[config.mk]
export PLATFORM = sky130hd
export DESIGN_NAME = tag_lookup
export DESIGN_NICKNAME = d
export VERILOG_FILES = /design/src/rtl/cache_pkg.sv /design/src/rtl/tag_lookup.sv
export VERILOG_INCLUDE_DIRS = /design/src /design/src/include
export SDC_FILE = /design/constraint.sdc
export NUM_CORES = 1
export LEC_CHECK = 0
export BUFFER_PORTS_ARGS = -buffer_cell sky130_fd_sc_hd__buf_2
export CORE_MARGIN = 3
export CORE_UTILIZATION = 51
export DETAILED_ROUTE_END_ITERATION = 7
export MAX_ROUTING_LAYER = met4
export PLACE_DENSITY = 0.81
export SYNTH_ARGS = -nofsm -noshare
export SYNTH_HDL_FRONTEND = slang
export SYNTH_SLANG_ARGS = --single-unit
[constraint.sdc]
create_clock -name clk -period 3.05 [get_ports clk]
set_input_delay 0.4575 -clock clk [delete_from_list [all_inputs] [get_ports clk]]
set_output_delay 0.4575 -clock clk [all_outputs]
set_load 0.05 [all_outputs]
[src/include/cache_defs_defs.svh]
`ifndef CACHE_DEFS_DEFS_SVH
`define CACHE_DEFS_DEFS_SVH

// Word width, also used as the address width
`define CACHE_DATA_WIDTH 32

// Number of index bits selecting a set
`define CACHE_SET_WIDTH 6

// Address bits above the index and the byte offset
`define CACHE_TAG_WIDTH (`CACHE_DATA_WIDTH - `CACHE_SET_WIDTH - 2)

// Sets in the array
`define CACHE_SETS (1 << `CACHE_SET_WIDTH)

`endif
[src/rtl/cache_pkg.sv]
`include "cache_defs_defs.svh"

package cache_pkg;

    // One tag entry per way
    typedef struct packed {
        logic                        valid;
        logic                        dirty;
        logic [`CACHE_TAG_WIDTH-1:0] tag;
    } tag_entry_t;

    // Request as seen from the requester ports
    typedef struct packed {
        logic                         load;
        logic                         store;
        logic [`CACHE_DATA_WIDTH-1:0] address;
        logic [`CACHE_DATA_WIDTH-1:0] data_in;
    } cache_req_t;

    // Result of comparing the request with the indexed set
    typedef struct packed {
        logic                        hit;
        logic                        hit_way;
        logic                        victim_way;
        logic                        victim_dirty;
        logic [`CACHE_TAG_WIDTH-1:0] victim_tag;
    } lookup_t;

    typedef enum logic [2:0] {
        IDLE,
        WRITE_BACK,
        READ_MISS,
        WRITE_MISS,
        UPDATE
    } ctrl_state_t;

endpackage

[src/rtl/tag_lookup.sv]
`timescale 1ns/10ps

`include "cache_defs_defs.svh"

module tag_lookup
    import cache_pkg::*;
(
    input  logic       clk,
    input  logic       rst_n,
    input  cache_req_t req,
    input  tag_entry_t entry0,
    input  tag_entry_t entry1,
    input  logic       lru_update,
    input  logic       lru_way,
    output lookup_t    result
);

    logic [`CACHE_TAG_WIDTH-1:0] tag;
    logic [`CACHE_SET_WIDTH-1:0] index;
    logic [`CACHE_SETS-1:0]      lru;
    logic                        match0;
    logic                        match1;
    logic                        victim;

    assign tag   = req.address[`CACHE_DATA_WIDTH-1 -: `CACHE_TAG_WIDTH];
    assign index = req.address[`CACHE_SET_WIDTH+1:2];

    assign match0 = entry0.valid && (entry0.tag == tag);
    assign match1 = entry1.valid && (entry1.tag == tag);

    // An empty way is filled before anything is evicted
    always_comb begin
        if (!entry0.valid) begin
            victim = 1'b0;
        end else if (!entry1.valid) begin
            victim = 1'b1;
        end else begin
            victim = lru[index];
        end
    end

    always_comb begin
        result.hit        = match0 || match1;
        result.hit_way    = !match0 && match1;
        result.victim_way = victim;
        if (victim) begin
            result.victim_dirty = entry1.valid && entry1.dirty;
            result.victim_tag   = entry1.tag;
        end else begin
            result.victim_dirty = entry0.valid && entry0.dirty;
            result.victim_tag   = entry0.tag;
        end
    end

    // The LRU bit names the way to evict next, so it points away from the way just used
    always_ff @(posedge clk or negedge rst_n) begin
        if (!rst_n) begin
            lru <= '0;
        end else if (lru_update) begin
            lru[index] <= !lru_way;
        end
    end

endmodule

==> key figures <==
Yosys
  • Most frequent cells after synthesis: 70 x nor2_1, 69 x a21oi_1, 64 x dfrtp_1
  • Most common flop cell mapped by yosys: dfrtp_1
  • Post-Synthesis Cells: 446
  • Compound-gate portion of the synthesized area: 14.6%
  • Count leader, synth: nor2_1
  • Multiplexer share of the synthesized area: 16.1%
  • Cell variety after synth: 42
  • Flop and latch count out of synthesis: 64
  • Largest family of logic cells by synthesized area: simple AND/OR/NAND/NOR gates
  • Synth area leader: dfrtp_1
  • Mean Syn Cell Area: about 9.6 µm²
  • Syn Nets: 568
  • Sequential area share after synthesis: 37.6%
  • Share of the synthesized area in the top cell type: 37.6%
  • Synth Area in XOR/XNOR: 9.86%
  • Top post-synthesis cells by area: dfrtp_1 38%, a21oi_1 8.1%, mux4_2 6.9%
  • Synthesized area: approximately 0.0043 mm²
  • Synth async-reset ratio: 100%
  • Synthesized-area fraction occupied by adder cells: 0%
  • Post-synth EDFFs: 0
  • Synth Area in Simple Gates: 17.2%
  • Warnings from Yosys: 0

Flow run
  • Total of max-cap violations: 0

Routing
  • Met2 WL: 7030 µm
  • Routed length on met3: 1070 µm
  • Routed Antenna Nets: 0
  • DRC viols: 0
  • DR pass1 iterations: 5
  • Top layer in use: met4
  • Vias per cell: 6.00
  • Avg WL per Cell: around 20 µm
  • Vias: 4,158
  • WL final: 13,800 µm
  • Met1 WL: ~5000 µm
  • Iter 0 DRT Violations: 354

Clock network
  • H-tree depth: 3
  • Root buffer cell: clkbuf_8
  • Worst-Skew Late Latency: about 340 ps
  • Inserted Clock Buffers: 9
  • Clock-pin slew on the worst setup and hold paths: around 70 ps
  • CTS tree: done
  • Clock sink total: 64
  • Clock tree buffer depth: 2

Layout
  • Number of flip-flops in the largest register: 64
  • Final #Nets: 708
  • Area Overhead vs Synth: 34.7%
  • ANT cells: 0
  • Final non-filler cell total: 693
  • Top reg by flops: lru
  • Largest regs: lru (64)
  • Layout cells sized above 1: 39.4%

STA
  • Hold Violations, Final: 0
  • Worst Setup Slack, final: -196 ps
  • RSZ-0062 raised after global routing: yes
  • Final Critical Period: 3250 ps
  • Final setup fails: 25
  • Fmax: 308 MHz
  • Slew margin rel.: 24.2%
  • Worst Tran Pin Value: between 1000 and 1500 ps
  • Clk_skew: 0 ps
  • Period utilization: 106%
  • Slew Limit Fails: 0

Worst setup path
  • Arrival @ worst endpoint: 2790 ps
  • Crit path largest cell delay: ~500 ps
  • Crit path depth: 12
  • Slowest cell on crit path: mux4_2
  • Required time of the critical path: 2590 ps
  • Setup crit start kind: input pin
  • Crit Path Max Fanout: 8
  • CP top delay family: multiplexers
  • Reg2reg path depth: 4
  • Buffer and inverter count on the worst path: 6
  • Setup crit end kind: primary output
  • CP Cell Sequence: buf_12 -> buf_8 -> buf_6 -> nand2b_4 -> mux4_2 -> a21oi_4 -> nor4_4 -> a21bo_4 -> buf_12 -> buf_16 -> mux2_4 -> buf_8
  • Worst Setup Path Type: input pin to primary output

Global route
  • Vias in the first global route: a little over 4,000
  • Grt ovf: 0
  • Antenna violations before repair: 0
  • Global-route wire length before repair: 21,600 µm
  • Pin count of the biggest net entering global routing: 65
  • GR Util All Layers: 29.4%

Die
  • Die H: 97.4 µm
  • FP Rows: 32
  • I/O Pins: 150
  • DIE AREA: roughly 0.0095 mm²
  • Die width: slightly below 100 µm
  • Core area: 0.00793 mm²
  • Starting Density: 53.8%

Power and ir drop
  • Leakage: 2.62 nW
  • Peak VDD IR: 0.000412 V
  • PD cells: 473 mW/mm²

Placed design
  • Final HPWL DP: 9270 µm
  • Final GP Congestion: between 0.9 and 1
  • Inst Count DP: roughly 670
  • Pre-CTS setup slack: -503 ps
  • Port-buffer cells: about 110

Worst hold path
  • HP Class: input pin to async pin

Outcome
  • Failing checks: setup timing
  • Status: finished, violations left
-- metal layers --
metal | vias up | GRT usage, %
met4 | 0 | 14.8
met3 | 56 | 5.89
met2 | 252 | 49.5
li1 | 1877 | -
met1 | 1973 | 33.3
met5 | - | -
-- kinds of logic after synthesis --
group	Yosys count
buffers and inverters	33
xor gates and xnor gates	48
and+or+nand+nor	150
AOI/OAI and AO/OA	109
muxes	42
DFF	64
-- path summary, 6_finish.rpt --
path	start	to	slack, ps
worst max-delay path	req[34]	result[0]	-200
worst min-delay path	rst_n	lru[19]	30
worst max register to register	lru[37]	lru[37]	2080
max in group asynchronous	rst_n	lru[39]	2350
min in group clk	lru[56]	lru[56]	530
worst min register to register	lru[56]	lru[56]	530
-- cell type report --
cell class	count	area [µm²]
timing repair buffer	161	1250
multi-input combinational	349	2570
clock buffer	13	169
tap	102	128
clock inverter	3	15.0
sequential	64	1600
inverter	1	3.75
fill	550	2190
-- stage by stage --
stage	power, mW	TNS (ps)	instance area, µm²	hold WS, ps	utilization, %
floorplan	1.65	0	4260	162	-
global placement	1.86	-7440	5040	396	63.6
detailed placement	1.90	-10720	5040	405	63.6
CTS	2.67	-6170	5620	32.4	70.9
global route	2.84	-6420	5740	50.6	72.4
finish	2.71	-3840	5740	26.3	72.4
-- placed cells by master, fill, tap and decap left out, types with 2 or more instances in the layout --
cell type / n
nand3_1: 4
nor3_1: 4
dfrtp_1: 64
or3_1: 2
buf_16: 3
a31oi_1: 32
nor2b_1: 4
nand4_1: 7
buf_2: 85
nor2_1: 70
nand2b_4: 2
buf_4: 38
mux4_2: 13
buf_8: 9
nor3b_2: 2
nand2b_1: 11
nor4_4: 2
xor2_1: 26
mux2i_1: 3
clkbuf_8: 12
nor4_1: 6
buf_6: 21
nand2_1: 22
and3_1: 3
xnor2_1: 22
mux2_2: 2
a21oi_2: 3
clkinv_2: 3
mux2_4: 24
and3b_1: 2
nand3b_1: 4
buf_12: 4
a21oi_1: 65
nor3b_1: 2
-- repair_timing --
item / 4_1_cts / 5_1_grt
hold endpoints to repair: 0 / 0
gates cloned: 3 / 0
pin swaps: 5 / 6
hold buffers: 0 / 0
setup buffers: 4 / 6
endpoints found under the setup margin: 26 / 26
gates resized for setup: 78 / 18
-- where the power goes --
part	total (mW)	internal, mW	switching, mW
clock	0.677	0.358	0.319
sequential	1.12	1.02	0.0992
combinational	0.919	0.442	0.477
-- worst reg2reg max path, delay by kind of cell, from the launching register on --
| family | cells | cell delay (ps) |
|---|---|---|
| flip-flops | 1 | 390 |
| buffers and inverters | 2 | 260 |
| AO/OA/AOI/OAI | 2 | 150 |
Power figures use the tool's default switching activity.
