[src/include/cache_defs_defs.svh]
`ifndef CACHE_DEFS_DEFS_SVH
`define CACHE_DEFS_DEFS_SVH

// Word width, also used as the address width
`define CACHE_DATA_WIDTH 32

// Number of index bits selecting a set
`define CACHE_SET_WIDTH 6

// Address bits above the index and the byte offset
`define CACHE_TAG_WIDTH (`CACHE_DATA_WIDTH - `CACHE_SET_WIDTH - 2)

// Sets in the array
`define CACHE_SETS (1 << `CACHE_SET_WIDTH)

`endif
[src/rtl/cache_pkg.sv]
`include "cache_defs_defs.svh"

package cache_pkg;

    // One tag entry per way
    typedef struct packed {
        logic                        valid;
        logic                        dirty;
        logic [`CACHE_TAG_WIDTH-1:0] tag;
    } tag_entry_t;

    // Request as seen from the requester ports
    typedef struct packed {
        logic                         load;
        logic                         store;
        logic [`CACHE_DATA_WIDTH-1:0] address;
        logic [`CACHE_DATA_WIDTH-1:0] data_in;
    } cache_req_t;

    // Result of comparing the request with the indexed set
    typedef struct packed {
        logic                        hit;
        logic                        hit_way;
        logic                        victim_way;
        logic                        victim_dirty;
        logic [`CACHE_TAG_WIDTH-1:0] victim_tag;
    } lookup_t;

    typedef enum logic [2:0] {
        IDLE,
        WRITE_BACK,
        READ_MISS,
        WRITE_MISS,
        UPDATE
    } ctrl_state_t;

endpackage

[src/rtl/cache_ctrl_fsm.sv]
`timescale 1ns/10ps

`include "cache_defs_defs.svh"

module cache_ctrl_fsm
    import cache_pkg::*;
(
    input  logic                         clk,
    input  logic                         rst_n,
    input  cache_req_t                   req,
    input  lookup_t                      look,
    input  logic [`CACHE_DATA_WIDTH-1:0] mem_data,
    input  logic                         mem_ready,
    output logic                         busy,
    output logic                         mem_read,
    output logic                         mem_write,
    output logic [`CACHE_DATA_WIDTH-1:0] mem_address,
    output logic [1:0]                   tag_we,
    output logic [1:0]                   data_we,
    output tag_entry_t                   new_entry,
    output logic [`CACHE_DATA_WIDTH-1:0] new_data,
    output logic                         lru_update,
    output logic                         lru_way
);

    ctrl_state_t                  state;
    logic [`CACHE_DATA_WIDTH-1:0] fill_q;
    logic                         access;
    logic                         miss;
    logic                         store_hit;
    logic [`CACHE_SET_WIDTH-1:0]  index;
    logic [1:0]                   install_we;

    assign access    = req.load || req.store;
    assign miss      = access && !look.hit;
    assign store_hit = (state == IDLE) && look.hit && req.store;
    assign index     = req.address[`CACHE_SET_WIDTH+1:2];

    // Write-back targets the victim line, every other access the request address
    assign mem_address = (state == WRITE_BACK) ? {look.victim_tag, index, 2'b00}
                                               : req.address;

    assign install_we = look.victim_way ? 2'b10 : 2'b01;

    always_comb begin
        tag_we  = 2'b00;
        data_we = 2'b00;
        if (store_hit) begin
            tag_we  = look.hit_way ? 2'b10 : 2'b01;
            data_we = look.hit_way ? 2'b10 : 2'b01;
        end else if (state == UPDATE) begin
            tag_we  = install_we;
            data_we = install_we;
        end
    end

    // A store hit always leaves the line dirty, an install only when it was a store
    assign new_entry.valid = 1'b1;
    assign new_entry.dirty = req.store;
    assign new_entry.tag   = req.address[`CACHE_DATA_WIDTH-1 -: `CACHE_TAG_WIDTH];
    assign new_data        = req.store ? req.data_in : fill_q;

    assign lru_update = ((state == IDLE) && look.hit && access) || (state == UPDATE);
    assign lru_way    = (state == UPDATE) ? look.victim_way : look.hit_way;

    always_ff @(posedge clk) begin
        if (state == READ_MISS && mem_ready) begin
            fill_q <= mem_data;
        end
    end

    always_ff @(posedge clk or negedge rst_n) begin
        if (!rst_n) begin
            state     <= IDLE;
            busy      <= 1'b0;
            mem_read  <= 1'b0;
            mem_write <= 1'b0;
        end else begin
            case (state)
                IDLE: begin
                    if (miss) begin
                        busy <= 1'b1;
                        if (look.victim_dirty) begin
                            mem_write <= 1'b1;
                            state     <= WRITE_BACK;
                        end else if (req.load) begin
                            mem_read <= 1'b1;
                            state    <= READ_MISS;
                        end else begin
                            state <= WRITE_MISS;
                        end
                    end
                end
                WRITE_BACK: begin
                    if (mem_ready) begin
                        mem_write <= 1'b0;
                        mem_read  <= req.load;
                        state     <= req.load ? READ_MISS : WRITE_MISS;
                    end
                end
                READ_MISS: begin
                    if (mem_ready) begin
                        mem_read <= 1'b0;
                        state    <= UPDATE;
                    end
                end
                WRITE_MISS: begin
                    state <= UPDATE;
                end
                UPDATE: begin
                    busy  <= 1'b0;
                    state <= IDLE;
                end
                default: begin
                    busy      <= 1'b0;
                    mem_read  <= 1'b0;
                    mem_write <= 1'b0;
                    state     <= IDLE;
                end
            endcase
        end
    end

endmodule

[config.mk]
export PLATFORM = sky130hd
export DESIGN_NAME = cache_ctrl_fsm
export DESIGN_NICKNAME = d
export VERILOG_FILES = /design/src/rtl/cache_pkg.sv /design/src/rtl/cache_ctrl_fsm.sv
export VERILOG_INCLUDE_DIRS = /design/src /design/src/include
export SDC_FILE = /design/constraint.sdc
export NUM_CORES = 1
export LEC_CHECK = 0
export CELL_PAD_IN_SITES_DETAIL_PLACEMENT = 0
export CELL_PAD_IN_SITES_GLOBAL_PLACEMENT = 1
export CORE_AREA = 5 5 85 87
export DETAILED_ROUTE_END_ITERATION = 8
export DIE_AREA = 0 0 90 92
export DONT_BUFFER_PORTS = 1
export GPL_TIMING_DRIVEN = 0
export HOLD_SLACK_MARGIN = 0.02
export PLACE_DENSITY = 0.77
export SLEW_MARGIN = 20
export SYNTH_ARGS = -nofsm -noshare
export SYNTH_HDL_FRONTEND = slang
export SYNTH_SLANG_ARGS = --single-unit
[constraint.sdc]
create_clock -name clk -period 4.8 [get_ports clk]
set_input_delay 0.96 -clock clk [delete_from_list [all_inputs] [get_ports clk]]
set_output_delay 0.96 -clock clk [all_outputs]
set_load 0.05 [all_outputs]
==> impl_metrics.env, run 1 <==
export IMPL_outcome="completed"
export IMPL_synth_seq_area_share=0.464
export IMPL_setup_tns_ns=0
export IMPL_max_stage_delay_ns=0.79
export IMPL_startpoint_type="flop"
export IMPL_syn_inst=187
export IMPL_synth_edff_count=32
export IMPL_wl_mm=6.60
export IMPL_synth_area_leaders="edfxtp_1 (40%), mux2_2 (18%), mux2_4 (11%)"
export IMPL_clock_latency_ns=0.29
export IMPL_critPathCaptureType="primary output"
export IMPL_min_period_ns=3.14
export IMPL_powerDensity_nw_per_um2=644
export IMPL_cp_required_ns=3.84
export IMPL_viasPerCell=5.31
export IMPL_rsz0062_at_grt="no"
export IMPL_power_share_sequential=0.305
export IMPL_initial_core_util=0.381
export IMPL_fin_skew_ns=0.00552
export IMPL_critical_path_cell_chain="clkbuf_1 -> nor2_1 -> nand2_1 -> o21ai_1"
export IMPL_tightest_slew_ns=0.985
export IMPL_clkPwrFrac=0.184
export IMPL_internal_power_mw=0.891
export IMPL_cts_tree="done"
export IMPL_r2r_start="state[1]$_DFFE_PN0P_"
export IMPL_hold_viol_final=0
export IMPL_htree_levels=2
export IMPL_globalplace_congestion=0.740
export IMPL_nNetsFinal=330
export IMPL_critPathBufInv=1
export IMPL_syn_avg_cell_area_sq_um=12.8
export IMPL_drt_initial_drc_count=35
export IMPL_root_buffer="clkbuf_8"
export IMPL_slowest_stage="o21ai_1"
export IMPL_antenna_cells=0
export IMPL_io_pins=228
export IMPL_hp_class="input port to asynchronous set/reset pin"
export IMPL_fmax_mhz=318
export IMPL_p_comb_frac=0.511
export IMPL_holdBufCountCts=0
export IMPL_die_height_microns=92
export IMPL_setup_viol=0
export IMPL_die_w_microns=90
export IMPL_clk_path_buf_depth=2
export IMPL_grt_ovfl_total=0
export IMPL_max_slew_margin=0.339
export IMPL_num_vias=1482
export IMPL_first_pass_iters=4
export IMPL_synthArstFlopShare=0.158
export IMPL_core_sq_um=6280
export IMPL_std_cell_rows=29
export IMPL_crit_type="flop to primary output"
export IMPL_grt_pass1_vias=1665
export IMPL_clkSlewWorstSetupHoldPaths_ns=0.07
export IMPL_port_buffers=0
export IMPL_crit_family="compound AO/OA/AOI/OAI gates"
export IMPL_max_cap_viol_count=0
export IMPL_synth_area_sq_um=2390
export IMPL_worstReg2RegEnd="fill_q[20]$_DFFE_PP_"
export IMPL_yosysMostFrequentCell="mux2_2"
export IMPL_routedWlPerCell_microns=23.7
export IMPL_finalCritPeriodShare=0.654
export IMPL_p_leak_nw=1.06
export IMPL_drive_gt1_frac=0.559
export IMPL_final_util=0.428
export IMPL_grt_first_pass_wirelength_mm=9.59
export IMPL_yosysUniqueCellTypes=29
export IMPL_synth_seq_cells=38
export IMPL_cts_sinks=38
export IMPL_post_cts_setup_buffers=0
export IMPL_crit_fanout=10
export IMPL_grt_usage=0.148
export IMPL_dieArea_sq_um=8280
export IMPL_yosys_warnings=0
export IMPL_synth_top_area_frac=0.402
export IMPL_r2r_slack_ns=2.80
export IMPL_ir_worst_vdd_uv=304
export IMPL_dpl_hpwl_mm=5.79
export IMPL_antenna_found_initial=0
export IMPL_synthesis_nets=316
export IMPL_drc_errors=0
export IMPL_yosysTopAreaCell="edfxtp_1"
export IMPL_cp_data_arrival_time_ns=2.18
export IMPL_synthFlopType="edfxtp_1"
export IMPL_cts_buffers_inserted=5
export IMPL_yosys_top_cells_count="mux2_2 (38), buf_4 (35), edfxtp_1 (32)"
export IMPL_final_antenna_net_count=0
export IMPL_swShare=0.485
export IMPL_p_sw_mw=0.838
export IMPL_cts_resized=0
export IMPL_slew_viol_final=0
export IMPL_grt_max_degree=14
export IMPL_ff2ff_path_depth=6
export IMPL_synthToLayoutAreaGrowth_pct=12.3
[placed cells by master, fill, tap and decap left out, types with 2 or more instances in the layout]
master and count:
buf_6 3, nor2b_1 3, a21oi_1 3, o21a_1 2, bufinv_16 2, buf_4 40
nor2_1 8, nand2_1 5, clkbuf_1 3, inv_1 3, clkbuf_8 5, buf_2 3
mux2_4 18, mux2_2 38, o21ai_1 2, edfxtp_1 32, o21ai_0 5, dfrtp_1 6
nor3_1 2, nand3_1 2, buf_1 2, nor3_2 3
[through the flow]
stage	total power, mW	setup slack [ns]	hold slack (ns)	std cells	cell area [sq um]
2_1_floorplan	1.32	0.952	0.598	187	2390
3_3_place_gp	1.40	0.334	0.665	264	2490
3_5_place_dp	1.43	1.65	0.665	271	2550
4_1_cts	1.75	1.64	0.349	279	2690
5_1_grt	1.81	1.55	0.342	279	2690
6_report	1.73	1.66	0.365	279	2690
[layout make-up]
cell class / instances / area (sq um)
Buffer: 44 / 323
Clock buffer: 5 / 68.8
Clock inverter: 3 / 68.8
Fill cell: 595 / 3590
Inverter: 3 / 11.3
Multi-Input combinational cell: 102 / 962
Sequential cell: 38 / 1110
Tap cell: 77 / 96.3
Timing Repair Buffer: 7 / 45.0
[state kept, by name, summed over array words and instances (netlist names)]
| name | flops |
|---|---|
| busy | 1 |
| fill_q | 32 |
| mem_write | 1 |
| mem_read | 1 |
| state | 3 |
[how the worst max path moves through the flow]
| stage | start | endpoint | slack, ns | cells past startpoint |
|---|---|---|---|---|
| floorplan | req[64] | tag_we[0] | 0.95 | 5 |
| global placement | mem_ready | fill_q[14]$_DFFE_PP_ | 0.33 | 2 |
| detailed placement | req[64] | tag_we[0] | 1.65 | 7 |
| CTS | req[64] | tag_we[0] | 1.64 | 7 |
| global route | state[0]$_DFFE_PN0P_ | lru_way | 1.55 | 4 |
| finish | state[0]$_DFFE_PN0P_ | lru_way | 1.66 | 4 |
[power by group through the flow]
stage / sequential [mW] / combinational (mW) / clock, mW
CTS: 0.531 / 0.892 / 0.330
global placement: 0.540 / 0.863 / 0
finish: 0.527 / 0.884 / 0.318
floorplan: 0.519 / 0.800 / 0
global route: 0.537 / 0.923 / 0.348
detailed placement: 0.538 / 0.891 / 0
[logic make-up after synthesis]
logic type,Yosys count,share of synthesized area
muxes,56,0.292
and+or+nand+nor,27,0.0539
other,1,0.00157
AOI/OAI and AO/OA,18,0.0486
buffers and inverters,47,0.140
DFF,38,0.464
[per-layer routing]
layer / up-vias / track usage / wire length [microns]
met1: 678 / 0.134 / 1990
met4: 0 / 0.0409 / 38
met3: 2 / 0.0736 / 882
met5: - / 0 / 0
li1: 667 / - / -
met2: 135 / 0.288 / 3680
(Power assumes the default switching activity.)
==> inputs of run 2 (changes only) <==
--- a/config.mk
+++ b/config.mk
@@ -6,15 +6,16 @@
 export SDC_FILE = /design/constraint.sdc
 export NUM_CORES = 1
 export LEC_CHECK = 0
+export ABC_AREA = 1
 export CELL_PAD_IN_SITES_DETAIL_PLACEMENT = 0
 export CELL_PAD_IN_SITES_GLOBAL_PLACEMENT = 1
-export CORE_AREA = 5 5 85 87
+export CORE_MARGIN = 5
+export CORE_UTILIZATION = 38
 export DETAILED_ROUTE_END_ITERATION = 8
-export DIE_AREA = 0 0 90 92
 export DONT_BUFFER_PORTS = 1
 export GPL_TIMING_DRIVEN = 0
 export HOLD_SLACK_MARGIN = 0.02
-export PLACE_DENSITY = 0.77
+export PLACE_DENSITY = 0.83
 export SLEW_MARGIN = 20
 export SYNTH_ARGS = -nofsm -noshare
 export SYNTH_HDL_FRONTEND = slang
==> constraint.sdc (replaced) <==
create_clock -name clk -period 2.7 [get_ports clk]
set_input_delay 0.54 -clock clk [delete_from_list [all_inputs] [get_ports clk]]
set_output_delay 0.54 -clock clk [all_outputs]
set_load 0.05 [all_outputs]
==> run 2 against run 1 <==
Global-route usage up 0.45 points; synthesized cell count up 35%; via count up 14%; register-to-register slack worse by 1.6 ns; hold slack worse by 0.022 ns; largest cell class unchanged.
==> impl_metrics.env, run 2 <==
export IMPL_synthArstFlopShare=0.158
export IMPL_dpl_cell_area_sq_um=2500
export IMPL_synth_area_sq_um=2370
export IMPL_clock_latency_ns=0.29
export IMPL_syn_avg_cell_area_sq_um=9.36
export IMPL_viasPerCell=5.02
export IMPL_min_period_ns=2.53
export IMPL_cts_buffers_inserted=5
export IMPL_final_cells=338
export IMPL_antenna_cells=0
export IMPL_htree_levels=2
export IMPL_mostFrequentLayoutCells="nand2_1 (89), buf_4 (34), mux2_2 (32), edfxtp_1 (32)"
export IMPL_critical_path_cell_chain="nor2_2 -> nand2_2 -> inv_1 -> nand3_1 -> o21ai_4 -> buf_4"
export IMPL_largest_reg_flops=32
export IMPL_min_delay_path_depth=0
export IMPL_grt_ovfl_total=0
export IMPL_initial_core_util=0.395
export IMPL_drt_initial_drc_count=47
export IMPL_wl_mm=6.66
export IMPL_place_ws_ns=-0.0490
export IMPL_synth_seq_area_share=0.469
export IMPL_port_buffers=0
export IMPL_drive_gt1_frac=0.357
export IMPL_fin_skew_ns=0.00836
export IMPL_ff2ff_path_depth=4
export IMPL_slew_viol_final=0
export IMPL_synth_edff_count=32
export IMPL_finalCritPeriodShare=0.937
export IMPL_dpl_hpwl_mm=5.76
export IMPL_synthToLayoutAreaGrowth_pct=11.2
export IMPL_outcome="completed"
export IMPL_place_inst=329
export IMPL_top_layer_used="met4"
export IMPL_hold_viol_final=0
export IMPL_max_slew_margin=0.291
export IMPL_grt_pass1_vias=1679
export IMPL_fmax_mhz=395
export IMPL_top_regs="fill_q x32, state x3"
export IMPL_rsz0062_at_grt="no"
export IMPL_r2r_start="state[2]$_DFFE_PN0P_"
export IMPL_antenna_found_initial=0
export IMPL_final_area_sq_um=2630
export IMPL_die_height_microns=88.9
export IMPL_syn_inst=253
export IMPL_grt_first_pass_wirelength_mm=8.85
export IMPL_cts_sinks=38
export IMPL_drc_errors=0
export IMPL_slowest_stage="dfrtp_1"
export IMPL_min_to="fill_q[4]$_DFFE_PP_"
export IMPL_crit_fanout=7
export IMPL_r2r_slack_ns=1.23
export IMPL_num_vias=1696
export IMPL_synth_seq_cells=38
export IMPL_clkSlewWorstSetupHoldPaths_ns=0.07
export IMPL_worstReg2RegEnd="fill_q[3]$_DFFE_PP_"
export IMPL_met3_length_mm=1.02
export IMPL_p_leak_nw=1.18
export IMPL_synth_top_area_frac=0.406
export IMPL_std_cell_rows=28
export IMPL_clk_path_buf_depth=2
export IMPL_cp_data_arrival_time_ns=1.99
export IMPL_met1_length_mm=2.05
export IMPL_wl_met2_mm=3.51
export IMPL_synth_area_leaders="edfxtp_1 (41%), mux2_2 (15%), nand2_1 (14%)"
export IMPL_root_buffer="clkbuf_8"
export IMPL_crit_type="flop to primary output"
export IMPL_synthFlopType="edfxtp_1"
export IMPL_setup_viol=0
export IMPL_tightest_slew_ns=1.06
export IMPL_max_cap_viol_count=0
export IMPL_io_pins=228
export IMPL_max_stage_delay_ns=0.45
export IMPL_yosysUniqueCellTypes=23
export IMPL_post_cts_setup_buffers=0
export IMPL_critPathCaptureType="primary output"
export IMPL_die_w_microns=88.9
export IMPL_grt_usage=0.153
export IMPL_yosys_top_cells_count="nand2_1 (89), buf_4 (34), edfxtp_1 (32), mux2_2 (32), nor2_1 (13)"
export IMPL_layout_setup_ws_ns=0.169
export IMPL_cp_required_ns=2.16
export IMPL_nNetsFinal=391
export IMPL_globalplace_congestion=0.742
export IMPL_cts_tree="done"
export IMPL_top_register="fill_q"
export IMPL_powerDensity_nw_per_um2=1130
export IMPL_startpoint_type="flop"
export IMPL_min_from="mem_data[4]"
export IMPL_first_pass_iters=4
export IMPL_routedWlPerCell_microns=19.7
export IMPL_core_sq_um=5990
export IMPL_hp_class="input port to flop"
export IMPL_whs_ns=0.343
export IMPL_synthesis_nets=382
export IMPL_grt_max_degree=28
export IMPL_yosys_warnings=0
export IMPL_final_common_cell="nand2_1"
export IMPL_yosysTopAreaCell="edfxtp_1"
export IMPL_ir_worst_vdd_uv=612
export IMPL_final_antenna_net_count=0
export IMPL_yosysMostFrequentCell="nand2_1"
export IMPL_dieArea_sq_um=7910
==> run 2: cell families (layout without fill, tap and decap cells) <==
group	Yosys count	in the layout	synth area share
AO/OA/AOI/OAI	8	8	0.0206
AND/OR/NAND/NOR	117	117	0.199
buffers and inverters	57	67	0.157
other	1	1	0.00158
flip-flops	38	38	0.469
multiplexers	32	32	0.152
==> run 2: final cells by class <==
cell class / count / area, sq um
buffer: 43 / 319
clock buffer: 6 / 72.6
clock inverter: 2 / 33.8
fill: 589 / 3360
inverter: 14 / 52.6
multi-input combinational: 158 / 911
sequential: 38 / 1110
tap: 75 / 93.8
timing repair buffer: 2 / 37.5
==> run 2: repair_timing <==
action,4_1_cts,5_1_grt
endpoints found under the setup margin,3,1
hold buffers,1,0
gates resized for setup,3,1
pin swaps,0,0
hold endpoints to repair,6,0
==> run 2: how the worst max path moves through the flow <==
stage	slack, ns	to	cells past startpoint	from
2_1_floorplan	0.22	lru_update	3	req[64]
3_3_place_gp	-0.17	fill_q[18]$_DFFE_PP_	3	state[2]$_DFFE_PN0P_
3_5_place_dp	-0.05	tag_we[1]	6	state[1]$_DFFE_PN0P_
4_1_cts	0.09	tag_we[0]	7	state[1]$_DFFE_PN0P_
5_1_grt	0.01	tag_we[1]	6	state[1]$_DFFE_PN0P_
6_report	0.17	tag_we[1]	6	state[1]$_DFFE_PN0P_
==> run 2: critical path, delay by kind of cell, from the launching register on <==
kind                   cells  cell delay [ns]
AO/OA/AOI/OAI              1             0.39
buffers and inverters      2             0.40
flip-flops                 1             0.45
AND/OR/NAND/NOR            3             0.45
==> run 2: through the flow <==
step | utilization | setup TNS [ns] | power [mW]
2_1_floorplan | - | 0 | 2.33
3_3_place_gp | 0.411 | -5.53 | 2.49
3_5_place_dp | 0.418 | -0.0490 | 2.53
4_1_cts | 0.439 | 0 | 3.00
5_1_grt | 0.439 | 0 | 3.13
6_report | 0.439 | 0 | 2.97
==> run 2: where the power goes <==
| group | internal, mW | switching, mW |
|---|---|---|
| clock | 0.273 | 0.187 |
| combinational | 0.316 | 1.27 |
| sequential | 0.778 | 0.143 |
| total | 1.37 | 1.60 |
==> run 2: metal layers <==
| metal | vias up | global-route usage |
|---|---|---|
| met2 | 135 | 0.289 |
| li1 | 812 | - |
| met1 | 743 | 0.141 |
| met5 | - | 0 |
| met4 | 0 | 0.0501 |
| met3 | 6 | 0.0765 |
